$ cat config.mk
export PLATFORM = sky130hd
export DESIGN_NAME = interrupt_controller
export DESIGN_NICKNAME = d
export VERILOG_FILES = /design/src/verilog/irq_pkg.sv /design/src/verilog/event_router.sv /design/src/verilog/source_queue.sv /design/src/verilog/dispatch_unit.sv /design/src/verilog/interrupt_controller.sv
export SDC_FILE = /design/constraint.sdc
export NUM_CORES = 1
export LEC_CHECK = 0
export ABC_AREA = 1
export BUFFER_PORTS_ARGS = -buffer_cell sky130_fd_sc_hd__buf_2
export CELL_PAD_IN_SITES_DETAIL_PLACEMENT = 0
export CELL_PAD_IN_SITES_GLOBAL_PLACEMENT = 1
export CORE_MARGIN = 4
export CORE_UTILIZATION = 46
export DETAILED_ROUTE_END_ITERATION = 10
export PLACE_DENSITY_LB_ADDON = 0.1
export SETUP_SLACK_MARGIN = 0.3
export SKIP_CTS_REPAIR_TIMING = 1
export SYNTH_ARGS = -nofsm -noshare
export SYNTH_HDL_FRONTEND = slang
export SYNTH_SLANG_ARGS = --single-unit
$ cat constraint.sdc
create_clock -name CLOCK_50 -period 7.9 [get_ports CLOCK_50]
set_clock_uncertainty 0.1 [all_clocks]
set_input_delay 0.395 -clock CLOCK_50 [delete_from_list [all_inputs] [get_ports CLOCK_50]]
set_output_delay 0.395 -clock CLOCK_50 [all_outputs]
set_load 0.02 [all_outputs]
$ cat src/verilog/irq_pkg.sv
`default_nettype none

package irq_pkg;

    // ~~~~~~~~~~~~~~~~~~~~
    // Sizes.
    // ~~~~~~~~~~~~~~~~~~~~
    localparam int NUM_SOURCES    = 4;
    localparam int SOURCE_BITS    = 2;
    // One scancode-sized byte per event.
    localparam int VALUE_BITS     = 8;
    localparam int ADDR_BITS      = 32;
    localparam int QUEUE_DEPTH    = 4;
    localparam int QUEUE_PTR_BITS = 2;

    // ~~~~~~~~~~~~~~~~~~~~
    // Vector types.
    // ~~~~~~~~~~~~~~~~~~~~
    typedef logic [SOURCE_BITS-1:0] source_id_t;
    typedef logic [VALUE_BITS-1:0]  event_value_t;
    typedef logic [ADDR_BITS-1:0]   code_addr_t;

    // Hardware event as it arrives from a source.
    typedef struct packed {
        source_id_t   source;
        event_value_t value;
    } irq_event_t;

    // One write into the vector table.
    typedef struct packed {
        logic       en;
        source_id_t source;
        code_addr_t offset;
    } vector_write_t;

    // Dispatch handed to the CPU side.
    typedef struct packed {
        code_addr_t   isr_addr;
        source_id_t   source;
        event_value_t value;
    } dispatch_t;

    typedef enum logic [0:0] {ROUTE_IDLE, ROUTE_ACK} router_state_t;

    typedef enum logic [1:0] {DISP_IDLE, DISP_REQ, DISP_RELEASE, DISP_SERVICE} dispatch_state_t;

endpackage

`default_nettype wire

$ cat src/verilog/event_router.sv
`timescale 1ns/1ps
`default_nettype none

module event_router(
    input  logic                            CLOCK_50,
    input  logic                            rst_n_i,
    input  logic                            event_req_i,
    input  irq_pkg::irq_event_t             event_i,
    input  logic [irq_pkg::NUM_SOURCES-1:0] full_i,
    output logic                            event_ack_o,
    output logic [irq_pkg::NUM_SOURCES-1:0] push_o,
    output irq_pkg::event_value_t           push_value_o
);

irq_pkg::router_state_t state_q;

// Queue selected by the incoming event's source.
logic target_full;

// Event is taken this cycle.
logic accept;

assign target_full = full_i[event_i.source];
assign accept = (state_q == irq_pkg::ROUTE_IDLE) && event_req_i && !target_full;

// ~~~~~~~~~~~~~~~~~~~~
// Queue write side.
// ~~~~~~~~~~~~~~~~~~~~

// One-hot push towards the queue of the event's source.
always_comb
begin
    push_o = '0;
    if (accept)
        push_o[event_i.source] = 1'b1;
end

// All queues share the value bus and only the push bit selects.
assign push_value_o = event_i.value;

// ~~~~~~~~~~~~~~~~~~~~
// Input handshake.
// ~~~~~~~~~~~~~~~~~~~~

// Ack follows the write by one edge and stays up until req is seen low.
always_ff @(posedge CLOCK_50)
begin
    if (!rst_n_i)
    begin
        state_q <= irq_pkg::ROUTE_IDLE;
    end
    else
    begin
        case (state_q)
            irq_pkg::ROUTE_IDLE:
            begin
                // A full queue simply holds the source off.
                if (accept)
                    state_q <= irq_pkg::ROUTE_ACK;
            end
            irq_pkg::ROUTE_ACK:
            begin
                if (!event_req_i)
                    state_q <= irq_pkg::ROUTE_IDLE;
            end
            default:
            begin
                state_q <= irq_pkg::ROUTE_IDLE;
            end
        endcase
    end
end

assign event_ack_o = (state_q == irq_pkg::ROUTE_ACK);

endmodule

`default_nettype wire

$ cat src/verilog/source_queue.sv
`timescale 1ns/1ps
`default_nettype none

module source_queue(
    input  logic                  CLOCK_50,
    input  logic                  rst_n_i,
    input  logic                  push_i,
    input  irq_pkg::event_value_t value_i,
    input  logic                  pop_i,
    output irq_pkg::event_value_t head_o,
    output logic                  empty_o,
    output logic                  full_o
);

// Storage for the queued event values.
irq_pkg::event_value_t mem [irq_pkg::QUEUE_DEPTH];

logic [irq_pkg::QUEUE_PTR_BITS-1:0] rd_ptr_q;
logic [irq_pkg::QUEUE_PTR_BITS-1:0] wr_ptr_q;
// One bit wider than the pointers so that a full queue is distinct from empty.
logic [irq_pkg::QUEUE_PTR_BITS:0]   count_q;

logic do_push;
logic do_pop;

assign do_push = push_i && !full_o;
assign do_pop  = pop_i && !empty_o;

always_ff @(posedge CLOCK_50)
begin
    if (do_push)
        mem[wr_ptr_q] <= value_i;
end

// Pointers wrap naturally at QUEUE_DEPTH.
always_ff @(posedge CLOCK_50)
begin
    if (!rst_n_i)
    begin
        rd_ptr_q <= '0;
        wr_ptr_q <= '0;
        count_q  <= '0;
    end
    else
    begin
        if (do_push)
            wr_ptr_q <= wr_ptr_q + irq_pkg::QUEUE_PTR_BITS'(1);
        if (do_pop)
            rd_ptr_q <= rd_ptr_q + irq_pkg::QUEUE_PTR_BITS'(1);
        if (do_push && !do_pop)
            count_q <= count_q + (irq_pkg::QUEUE_PTR_BITS + 1)'(1);
        else if (do_pop && !do_push)
            count_q <= count_q - (irq_pkg::QUEUE_PTR_BITS + 1)'(1);
    end
end

// Oldest entry is always on the output with no read delay.
assign head_o  = mem[rd_ptr_q];
assign empty_o = (count_q == '0);
assign full_o  = (count_q == (irq_pkg::QUEUE_PTR_BITS + 1)'(irq_pkg::QUEUE_DEPTH));

endmodule

`default_nettype wire

$ cat src/verilog/dispatch_unit.sv
`timescale 1ns/1ps
`default_nettype none

module dispatch_unit(
    input  logic                            CLOCK_50,
    input  logic                            rst_n_i,
    input  logic [irq_pkg::NUM_SOURCES-1:0] empty_i,
    input  irq_pkg::event_value_t           head_i [irq_pkg::NUM_SOURCES],
    input  irq_pkg::vector_write_t          vector_write_i,
    input  irq_pkg::code_addr_t             code_base_i,
    input  logic                            dispatch_ack_i,
    input  logic                            eoi_i,
    output logic [irq_pkg::NUM_SOURCES-1:0] pop_o,
    output logic                            dispatch_req_o,
    output irq_pkg::dispatch_t              dispatch_o,
    output logic                            in_service_o
);

irq_pkg::dispatch_state_t state_q;

// Vector table, one ISR offset per source.
irq_pkg::code_addr_t vector_table_q [irq_pkg::NUM_SOURCES];

irq_pkg::source_id_t sel_src;
irq_pkg::code_addr_t sel_isr_addr;
logic                any_ready;
logic                start;

// ~~~~~~~~~~~~~~~~~~~~
// Vector table.
// ~~~~~~~~~~~~~~~~~~~~
always_ff @(posedge CLOCK_50)
begin
    if (!rst_n_i)
    begin
        for (int i = 0; i < irq_pkg::NUM_SOURCES; i++)
            vector_table_q[i] <= '0;
    end
    else if (vector_write_i.en)
    begin
        vector_table_q[vector_write_i.source] <= vector_write_i.offset;
    end
end

// ~~~~~~~~~~~~~~~~~~~~
// Source selection.
// ~~~~~~~~~~~~~~~~~~~~

// Fixed priority, lowest source number wins.
always_comb
begin
    sel_src = '0;
    for (int i = irq_pkg::NUM_SOURCES - 1; i >= 0; i--)
    begin
        if (!empty_i[i])
            sel_src = irq_pkg::source_id_t'(i);
    end
end

assign any_ready = (empty_i != '1);
assign start = (state_q == irq_pkg::DISP_IDLE) && any_ready;

// ISR entry point is relative to the code section.
assign sel_isr_addr = code_base_i + vector_table_q[sel_src];

always_comb
begin
    pop_o = '0;
    if (start)
        pop_o[sel_src] = 1'b1;
end

// ~~~~~~~~~~~~~~~~~~~~
// Dispatch handshake.
// ~~~~~~~~~~~~~~~~~~~~

// Dispatch payload is captured with the pop and held through the handshake.
always_ff @(posedge CLOCK_50)
begin
    if (start)
    begin
        dispatch_o.isr_addr <= sel_isr_addr;
        dispatch_o.source   <= sel_src;
        dispatch_o.value    <= head_i[sel_src];
    end
end

always_ff @(posedge CLOCK_50)
begin
    if (!rst_n_i)
    begin
        state_q <= irq_pkg::DISP_IDLE;
    end
    else
    begin
        case (state_q)
            irq_pkg::DISP_IDLE:
            begin
                if (start)
                    state_q <= irq_pkg::DISP_REQ;
            end
            irq_pkg::DISP_REQ:
            begin
                // CPU side has taken the dispatch.
                if (dispatch_ack_i)
                    state_q <= irq_pkg::DISP_RELEASE;
            end
            irq_pkg::DISP_RELEASE:
            begin
                if (!dispatch_ack_i)
                    state_q <= irq_pkg::DISP_SERVICE;
            end
            irq_pkg::DISP_SERVICE:
            begin
                // Nothing new goes out while the ISR runs.
                if (eoi_i)
                    state_q <= irq_pkg::DISP_IDLE;
            end
            default:
            begin
                state_q <= irq_pkg::DISP_IDLE;
            end
        endcase
    end
end

assign dispatch_req_o = (state_q == irq_pkg::DISP_REQ);
assign in_service_o   = (state_q == irq_pkg::DISP_SERVICE);

endmodule

`default_nettype wire

$ cat src/verilog/interrupt_controller.sv
`timescale 1ns/1ps
`default_nettype none

module interrupt_controller(
    input  logic                   CLOCK_50,
    input  logic                   rst_n_i,
    input  logic                   event_req_i,
    input  irq_pkg::irq_event_t    event_i,
    output logic                   event_ack_o,
    input  irq_pkg::vector_write_t vector_write_i,
    input  irq_pkg::code_addr_t    code_base_i,
    output logic                   dispatch_req_o,
    output irq_pkg::dispatch_t     dispatch_o,
    input  logic                   dispatch_ack_i,
    input  logic                   eoi_i,
    output logic                   in_service_o
);

wire logic [irq_pkg::NUM_SOURCES-1:0] push;
wire logic [irq_pkg::NUM_SOURCES-1:0] full;
wire logic [irq_pkg::NUM_SOURCES-1:0] empty;
wire logic [irq_pkg::NUM_SOURCES-1:0] pop;
wire irq_pkg::event_value_t           push_value;
wire irq_pkg::event_value_t           head [irq_pkg::NUM_SOURCES];

event_router router(
    .CLOCK_50     (CLOCK_50),
    .rst_n_i      (rst_n_i),
    .event_req_i  (event_req_i),
    .event_i      (event_i),
    .full_i       (full),
    .event_ack_o  (event_ack_o),
    .push_o       (push),
    .push_value_o (push_value)
);

// One queue per source.
for (genvar g = 0; g < irq_pkg::NUM_SOURCES; g++)
begin : gen_queue
    source_queue queue(
        .CLOCK_50 (CLOCK_50),
        .rst_n_i  (rst_n_i),
        .push_i   (push[g]),
        .value_i  (push_value),
        .pop_i    (pop[g]),
        .head_o   (head[g]),
        .empty_o  (empty[g]),
        .full_o   (full[g])
    );
end

dispatch_unit dispatcher(
    .CLOCK_50       (CLOCK_50),
    .rst_n_i        (rst_n_i),
    .empty_i        (empty),
    .head_i         (head),
    .vector_write_i (vector_write_i),
    .code_base_i    (code_base_i),
    .dispatch_ack_i (dispatch_ack_i),
    .eoi_i          (eoi_i),
    .pop_o          (pop),
    .dispatch_req_o (dispatch_req_o),
    .dispatch_o     (dispatch_o),
    .in_service_o   (in_service_o)
);

endmodule

`default_nettype wire

-- Word-level counts from Yosys, hierarchy flattened
Memory sizes are Yosys's and may differ from the RTL's. A register that Yosys moved wholly into a read port is not among the register bits.
Index checks and enable logic that the tools add are counted.
- bits in registers: 73
- memories kept: 5
- memory bits (writable): 256
- bits of input ports: 82
- logic and storage cells: 161
- memory list (memory ; depth ; width ; read ports ; clocked after memory_dff ; wr ports ; RTL line ; RTL):
    dispatcher.vector_table_q ; 4 ; 32 ; 1 ; 0 ; 4 ; dispatch_unit.sv:22 ; irq_pkg::code_addr_t vector_table_q [irq_pkg::NUM_SOURCES];
    gen_queue[0].queue.mem ; 4 ; 8 ; 1 ; 1 ; 1 ; source_queue.sv:16 ; irq_pkg::event_value_t mem [irq_pkg::QUEUE_DEPTH];
    gen_queue[1].queue.mem ; 4 ; 8 ; 1 ; 1 ; 1 ; source_queue.sv:16 ;
    gen_queue[2].queue.mem ; 4 ; 8 ; 1 ; 1 ; 1 ; source_queue.sv:16 ;
    gen_queue[3].queue.mem ; 4 ; 8 ; 1 ; 1 ; 1 ; source_queue.sv:16 ;
- muxes and demuxes: 54
- add/subtract/negate cells: 17
- bitwise operators: 2
- equal/unequal tests: 12
- $lt $le $gt $ge: 5
- reductions and logical operators: 49
- operator list (cell ; number):
    $mux 2 ; 17
    $add 32x32->32 ; 1
    $mux 32 ; 1
    $reduce_or 32->1 ; 1
    $mux 3 ; 8
    $logic_and 1x1->1 ; 21
    $mux 1 ; 18
    $logic_not 1->1 ; 17
    $add 2x1->2 const B ; 8
    $bmux 8 s2 ; 1
    $mux 8 ; 2
    $add 3x1->3 const B ; 4
    $eq 3x3->1 const B ; 4
    $logic_not 3->1 ; 4
    $sub 3x1->3 const B ; 4
    $mux 4 ; 2
    $pmux 2 s4 ; 1
    $reduce_bool 2->1 ; 4
    $lt 2x3->1 const B ; 2
    $demux 1 s2 ; 2
    $eq 2x2->1 const B ; 2
    $ge 2x1->1 const B ; 2
    $ne 2x1->1 const B ; 2
    $ne 2x2->1 const B ; 2
    9 further kinds ; 9

-- Logic depth before layout (Yosys ltp)
Gate-level depths: netlist of the first run.
- depth in word-level cells: 14
- mapped depth: 24

-- Hierarchy
Synthesis of the first run repeated with hierarchy kept, for this count alone.
- cell total of the unflattened synthesis: 1721
- area total of the unflattened synthesis: 16418.2 µm²
- modules (own cells, without submodules) (module ; area each (µm²) ; times used ; seq. area each (µm²) ; cells each):
    dispatch_unit ; 9470.3 ; 1 ; 5144.9 ; 1103
    source_queue ; 1685.4 ; 4 ; 1141.1 ; 146
    event_router ; 206.4 ; 1 ; 20.0 ; 34

-- Least setup slack after synthesis of the first run
Ideal clock, no wire load.
- path kind: reg-to-reg
- start point: reg gen_queue[3].queue.count_q[0] in the netlist's numbering
- end point: reg gen_queue[1].queue.count_q[1] in the netlist's numbering
- arrival time: 3.172 ns
- path slack: 4.508 ns
- data required time: 7.680 ns
- clock period less this slack: 3.392 ns
- cell stages (with the launch flop): 11
- cell sequence: dfxtp_1 inv_1 nand3_1 nor2_1 a21boi_2 nand2_1 ha_1 inv_1 fa_1 o21ai_0 a21oi_1
- elaborated cells on any way between the ends: 27
- RTL lines (element ; RTL line ; RTL):
    start, declared ; source_queue.sv:21 ; logic [irq_pkg::QUEUE_PTR_BITS:0] count_q;
    start signal, assigned ; source_queue.sv:51 ; count_q <= count_q + (irq_pkg::QUEUE_PTR_BITS + 1)'(1);
    start signal, assigned ; source_queue.sv:53 ; count_q <= count_q - (irq_pkg::QUEUE_PTR_BITS + 1)'(1);
    $logic_not 3->1 (*) ; source_queue.sv:59 ; assign empty_o = (count_q == '0);
    $ne 4x4->1 (*) ; dispatch_unit.sv:60 ; assign any_ready = (empty_i != '1);
    $logic_and 1x1->1 (*) ; dispatch_unit.sv:61 ; assign start = (state_q == irq_pkg::DISP_IDLE) && any_ready;
    named net dispatcher.start ; dispatch_unit.sv:27 ; logic start;
    $mux 4 (*) ; dispatch_unit.sv:69 ; if (start)
    $logic_and 1x1->1 (*) ; source_queue.sv:27 ; assign do_pop = pop_i && !empty_o;
    $logic_not 1->1 ; source_queue.sv:50 ; if (do_push && !do_pop)
    $logic_and 1x1->1 ; source_queue.sv:50 ;
    $mux 3 or $reduce_bool 2->1 (tied branches) ; -- ;
    end signal, assigned ; source_queue.sv:51 ;
    end signal, assigned ; source_queue.sv:53 ;
    end, declared ; source_queue.sv:21 ;
The timed path passes the listed nets; every way through them passes the cells marked *. The select of a mux whose other input is x is not followed.
A chain may end at the register's enable or synchronous reset.

-- Worst setup path after layout of the first run
- start point: reg gen_queue[3].queue.count_q[0] in the netlist's numbering
- end point: reg, netlist name dispatcher.dispatch_o[40]
- longest elaborated chain between the ends: 7
- ends and longest elaborated chain (element ; RTL line ; RTL):
    $logic_not 3->1 ; source_queue.sv:59 ;
    $mux 2 (4 in a row) ; dispatch_unit.sv:55 ; if (!empty_i[i])
    $mem_v2 4x32 ; -- ;
    $add 32x32->32 ; dispatch_unit.sv:64 ; assign sel_isr_addr = code_base_i + vector_table_q[sel_src];
    named net dispatcher.sel_isr_addr[30] ; dispatch_unit.sv:25 ; irq_pkg::code_addr_t sel_isr_addr;
The timed path passes the listed nets, and every way through them passes these cells.

==> results of run 1 <==
## cells in the final DEF, fill, tap and decap left out, types with 38 or more instances in the layout
cell         n
buf_2      126
inv_1      163
ha_1        59
nor2_1     379
dfxtp_1     39
o21ai_0     78
nand2_1    186
clkbuf_16   38
nand3_1     56
a21oi_1     83
edfxtp_1   298
## cell families after synthesis
group | Yosys count
and+or+nand+nor | 687
DFF | 337
AOI/OAI and AO/OA | 229
buffers and inverters | 214
adders and majority gates | 64
xor gates and xnor gates | 21
## registers in the layout (all words and copies together) (netlist names), named ones only
name and count:
dispatcher.dispatch_o 42, gen_queue.queue.wr_ptr_q 8, gen_queue.queue.mem 128, router.event_ack_o 1, gen_queue.queue.rd_ptr_q 8, dispatcher.vector_table_q 128, dispatcher.state_q 2, gen_queue.queue.count_q 12
## where the power goes
part	switching, mW	internal [mW]	total (mW)	leakage, nW
clock	0.693	0.980	1.67	0.565
combinational	2.98	1.29	4.27	3.59
sequential	0.113	2.40	2.52	3.13
## how the worst max path moves through the flow
stage / endpoint / cells after the start / start / slack [ns]
floorplan: gen_queue[1].queue.count_q[1]$_SDFFE_PN0P_ / 10 / gen_queue[3].queue.count_q[0]$_SDFFE_PN0P_ / 4.51
global placement: dispatcher.dispatch_o[40]$_DFFE_PP_ / 21 / gen_queue[1].queue.count_q[0]$_SDFFE_PN0P_ / 3.59
detailed placement: dispatcher.dispatch_o[40]$_DFFE_PP_ / 21 / gen_queue[3].queue.count_q[0]$_SDFFE_PN0P_ / 3.44
CTS: dispatcher.dispatch_o[40]$_DFFE_PP_ / 21 / gen_queue[3].queue.count_q[0]$_SDFFE_PN0P_ / 3.44
global route: dispatcher.dispatch_o[40]$_DFFE_PP_ / 21 / gen_queue[3].queue.count_q[0]$_SDFFE_PN0P_ / 3.00
finish: dispatcher.dispatch_o[40]$_DFFE_PP_ / 21 / gen_queue[3].queue.count_q[0]$_SDFFE_PN0P_ / 3.45
## worst min-delay path: stages
cell and delay (ns):
buf_2 0.10, a21oi_1 0.06, nor2_1 0.07
## synthesized netlist by cell type, types with 3 or more instances
master and count:
nor2_1 379, edfxtp_1 298, nand2_1 186, inv_1 163, a21oi_1 83, o21ai_0 78, ha_1 59, nand3_1 56
dfxtp_1 39, nor3_1 32, o22ai_1 31, clkbuf_1 26, o32ai_1 24, xor2_1 18, buf_2 14, nand4_1 11
nor3_2 7, buf_6 5, fa_1 5, o21bai_1 4, nand2_2 3, nand3_2 3, nor2_2 3, o21a_1 3
xnor2_1 3
## metrics by stage
stage | instance area (sq um) | instances
2_1_floorplan | 15700 | 1552
3_3_place_gp | 16800 | 2088
3_5_place_dp | 16800 | 2088
4_1_cts | 17900 | 2153
5_1_grt | 17900 | 2153
6_report | 17900 | 2153
## layout make-up
type	count	area, sq um
clock buffer	53	1030
clock inverter	12	140
fill	3075	15700
inverter	165	619
multi-input combinational	1001	5160
sequential	337	9730
tap	448	561
timing repair buffer	137	713
## routing by layer
metal	wire [um]	vias up
met5	13	-
met2	16900	370
met3	3180	57
li1	-	5539
met1	19900	5428
met4	795	2
==> results.cfg, run 1 <==
[finish]
antennaDiodeCount = 0
final_nets = 1825
area_growth_pct = 14.0
drive_gt1_share_pct = 12.1
final_util_pct = 53.4

[yosys]
synth_top_family_by_area = simple AND/OR/NAND/NOR gates
ys_ff_latch = 337
netlist_area_sq_um = 15700
yosys_most_used_dff = edfxtp_1
synth_compound_area_share_pct = 8.33
synth-edff-count = 298
synthAdderAreaFrac_pct = 5.32
yosys.area_share.simple_pct = 17.9
synth_xor_area_share_pct = 1.17
seq_area_frac_synth_pct = 61.8
synthTopCellsByArea = edfxtp_1 (57%), nor2_1 (9.0%), dfxtp_1 (5.0%)
syn_nets = 1698
yosysWarnings = 0
yosys.area.top_type = edfxtp_1
muxShareOfSynthArea_pct = 0
ys_types = 39
netlist_instances = 1552
synth_top_area_share_pct = 56.8
async_flop_share_pct = 0
avgSynthCellArea_sq_um = 10.1

[grt]
grt_usage_pct = 21.9
top_usage_layer = met1
grt_start_max_net_pins = 49
met3_usage_pct = 4.00
grtUsageMet1_pct = 34.4
grt_pass1_vias = 10900
grt_antenna_before_repair = 1
gr-total-overflow = 0
grtUsageMet2_pct = 31.5
grt_pass1_wl_um = 62200

[setup_path]
slowest_stage = nand2_2
regToRegStartpoint = gen_queue[3].queue.count_q[0]$_SDFFE_PN0P_
critPathKind = reg -> reg
endpoint_kind = register
cp_max_fo = 31
r2r_setup_slack_ns = 3.45
crit_buf_inv = 3
crit_required_ns = 8.09
path_common_cell = nand2_1
worstSetupStartpointType = register
cp_cell_sequence = inv_1, nand3_1, nand2_1, nand2_1, nand2_1, nand2_2, nor2_1, nor3_2, ha_1, inv_1, fa_1, inv_1, nand3_1, nand2_1, nand2_1, nand2_1, nand3_1, nand2_1, nand2_1, nand3_1, nand2_1
cpPeakStageDelay_ns = 0.75
reg2reg_depth = 21
r2r_end = dispatcher.dispatch_o[40]$_DFFE_PP_
worstPathArrival_ns = 4.64
cpLargestDelayFamily = simple AND/OR/NAND/NOR gates

[clock_tree]
htree_levels = 2
clockBufferDepth = 3
worstSkewPairLatency_ns = 0.53
cts_tree = built
cts_buffers = 37
cts.clk_slew.worst_paths_ns = 0.06
cts_sinks = 337
root_buffer = clkbuf_16

[timing]
worst_pin_slew_ns = 1.07
holdWs_ns = 0.0346
fin_crit_ns = 4.45
relSlewSlack_pct = 28.7
finalCritPeriodShare_pct = 56.3
final_hold_viol_count = 0
worst_slack_ns = 3.45
fmax_mhz = 225
tns_ns = 0
rsz0062_at_grt = false
setup_viol = 0
drv_slew = 0

[route]
num_vias = 11400
wl_per_cell_um = 18.9
drt-vias-per-instance = 5.29
drt-pass1-iter-count = 5
initialDrtViolationCount = 898
drtAntennaViolNets = 0
wl_um = 40700
drc = 0

[placement]
dp_hpwl_um = 28200
place_congestion = 0.914
portBuffers = 126
dp_slack_ns = 3.44

[pwr]
vdd_drop_max_mv = 0.237
power.leakage_nw = 7.28
finalPower_mw = 8.46
p_per_area_nw_per_um2 = 471

[job]
drv_cap = 0

[hold_path]
whs_endpoint = router.event_ack_o$_SDFF_PN0_
holdCritStartpoint = event_req_i
hold_path_depth = 3
hp-class = in -> reg

[floorplan]
die_area_sq_um = 37300
die_width_um = 193
ioPinCount = 127
core-area_sq_um = 33600
rows = 67
start_util_pct = 46.8
die_y_um = 193

[outcome]
status = complete, no violations
(Power assumes the default switching activity.)
==> inputs of run 2 (changes only) <==
Settings changed: CORE_UTILIZATION 46 to 43.
Clock period 7.9 ns to 4 ns, I/O delays scaled along.
==> run 2 against run 1 <==
The flow now finishes with violations (hold timing). Register-to-register slack got worse by 2.9 ns. Count of clock-buffer cells in the layout fell by 6. Non-clock buffer count rose by 63. Sequential share of layout area fell by 2.2 points. Via count rose by 0.97%. Worst hold slack got worse by 0.061 ns. Clock power rose by 99%. First-iteration DRC count fell by 0.67%. Final cell count rose by 3.7%. Critical path depth fell by 3. Combinational power rose by 120%. Critical endpoint is now dispatcher.dispatch_o[41]$_DFFE_PP_. Largest power group unchanged.
==> results.cfg, run 2 (synthesis results as in run 1) <==
[hold_path]
hp-class = in -> reg
hold_path_depth = 3

[setup_path]
cp_max_fo = 20
cpPeakStageDelay_ns = 0.36
critPathKind = reg -> reg
critPathLaunch = gen_queue[0].queue.count_q[0]$_SDFFE_PN0P_
reg2reg_depth = 18
crit_required_ns = 4.17
r2r_setup_slack_ns = 0.54
crit_buf_inv = 2
crit_end = dispatcher.dispatch_o[41]$_DFFE_PP_
path_common_cell = nand2_1
r2r_end = dispatcher.dispatch_o[41]$_DFFE_PP_
cp_cell_sequence = nor2_2, nand2_2, nor2_4, o21ai_4, nand2_4, buf_12, nor2_1, nor3_2, ha_1, nand2_1, nor3_1, nand2_1, inv_1, nand2_1, nand2_1, a21oi_1, nand3_1, nand2_1
regToRegStartpoint = gen_queue[0].queue.count_q[0]$_SDFFE_PN0P_
worstSetupStartpointType = register
slowest_stage = nor3_1
crit_cells = 18
cpLargestDelayFamily = simple AND/OR/NAND/NOR gates
worstPathArrival_ns = 3.63
endpoint_kind = register

[finish]
layout_common_cells = nor2_1 (379), edfxtp_1 (298), nand2_1 (181)
n_fill_cell = 3205
seq_area_sq_um = 9730
final_nets = 1890
design_area_sq_um = 18700
drive_gt1_share_pct = 14.3
multiInputGateArea_sq_um = 5260
layout_commonest_cell = nor2_1
final_util_pct = 52.2
fin_cells = 2233
antennaDiodeCount = 0
largestRegisters = dispatcher.vector_table_q (128), gen_queue.queue.mem (128), dispatcher.dispatch_o (42)
area_growth_pct = 18.7

[clock_tree]
cts_tree = built
root_buffer = clkbuf_16
worstSkewPairLatency_ns = 0.53
cts_sinks = 337
cts_buffers = 38
htree_levels = 2
cts.clk_slew.worst_paths_ns = 0.06
clockBufferDepth = 3

[timing]
holdWs_ns = -0.0261
fmax_mhz = 289
fin_crit_ns = 3.46
final_hold_viol_count = 2
relSlewSlack_pct = 43.8
tns_ns = 0
worst_pin_slew_ns = 0.840
setup_viol = 0
finalCritPeriodShare_pct = 86.4
rsz0062_at_grt = true
drv_slew = 0

[grt]
grt_pass1_vias = 11000
grt_pass1_wl_um = 62500
gr-total-overflow = 0
grt_start_max_net_pins = 36
grt_usage_pct = 20.5
grt_antenna_before_repair = 0

[route]
drt-vias-per-instance = 5.15
wl_um = 41200
drtAntennaViolNets = 0
num_vias = 11500
wl_per_cell_um = 18.4
initialDrtViolationCount = 892
drc = 0
drt-pass1-iter-count = 5

[job]
drv_cap = 0

[floorplan]
die_area_sq_um = 39800
start_util_pct = 44.0
rows = 69
core-area_sq_um = 35800
die_y_um = 199
ioPinCount = 127
die_width_um = 199

[pwr]
vdd_drop_max_mv = 0.357
power.leakage_nw = 7.63
finalPower_mw = 17.5
p_per_area_nw_per_um2 = 933

[placement]
dpl.cell_count = 2120
portBuffers = 126
dp_hpwl_um = 28500
dpl_cell_area_sq_um = 17000
place_congestion = 0.866

[outcome]
violations = hold timing
status = finished, violations left
[run 2: cell count changes in the layout (fill, tap and decap cells not counted), sizes merged]
cell         before  now
inv             169  164
clkinvlp          1    0
buf             137  161
clkbuf           53   47
dlygate4sd3       0   39
nand2           189  190
clkinv            5   20
[run 2: power breakdown]
part | leakage (nW) | internal (mW) | switching (mW)
clock network | 0.590 | 1.96 | 1.36
registers | 3.13 | 4.75 | 0.197
logic | 3.91 | 3.04 | 6.15
total | 7.63 | 9.74 | 7.71
[run 2: per-layer routing]
layer	vias to the layer above	GRT usage [%]	routed length [um]
met5	-	0	0
met4	0	3.97	611
met3	44	2.83	2420
met2	336	30.9	18100
met1	5463	32.1	20000
li1	5664	-	-
[run 2: how the worst min path moves through the flow]
stage                                                 from  slack, ns                                       endpoint
2_1_floorplan                                   event_i[0]       0.20         gen_queue[0].queue.mem[0][0]$_DFFE_PP_
3_3_place_gp   gen_queue[1].queue.rd_ptr_q[1]$_SDFFE_PN0P_       0.35                                       register
3_5_place_dp   gen_queue[2].queue.rd_ptr_q[0]$_SDFFE_PN0P_       0.36                                       register
4_1_cts                                        event_req_i      -0.18                  router.event_ack_o$_SDFF_PN0_
5_1_grt                                         event_i[7]      0.006         gen_queue[1].queue.mem[3][7]$_DFFE_PP_
6_report                                 vector_write_i[2]      -0.03  dispatcher.vector_table_q[1][2]$_SDFFCE_PN0P_
[run 2: through the flow]
| stage | setup slack (ns) | hold slack (ns) |
|---|---|---|
| 6_report | 0.545 | -0.0261 |
| 5_1_grt | 0.248 | 0.00569 |
| 4_1_cts | 0.188 | -0.182 |
| 3_5_place_dp | 0.223 | 0.358 |
| 3_3_place_gp | 0.317 | 0.351 |
| 2_1_floorplan | 0.608 | 0.199 |
[run 2: area by class of cell]
cell class | count | area share [%]
well taps | 461 | 3.08
clock inverters | 21 | 0.923
flip-flops and latches | 337 | 52.0
inverters | 165 | 3.31
repair buffers | 200 | 7.02
multi-input cells | 1002 | 28.1
clock buffers | 47 | 5.49
[run 2: worst reg2reg max path, cell delays in order (launching register included)]
cell and delay (ns):
dfxtp_1 0.35, nor2_2 0.16, nand2_2 0.14, nor2_4 0.22, o21ai_4 0.13, nand2_4 0.15, buf_12 0.18, nor2_1 0.07
nor3_2 0.32, ha_1 0.32, nand2_1 0.13, nor3_1 0.36, nand2_1 0.13, inv_1 0.08, nand2_1 0.05, nand2_1 0.08
a21oi_1 0.08, nand3_1 0.10, nand2_1 0.05
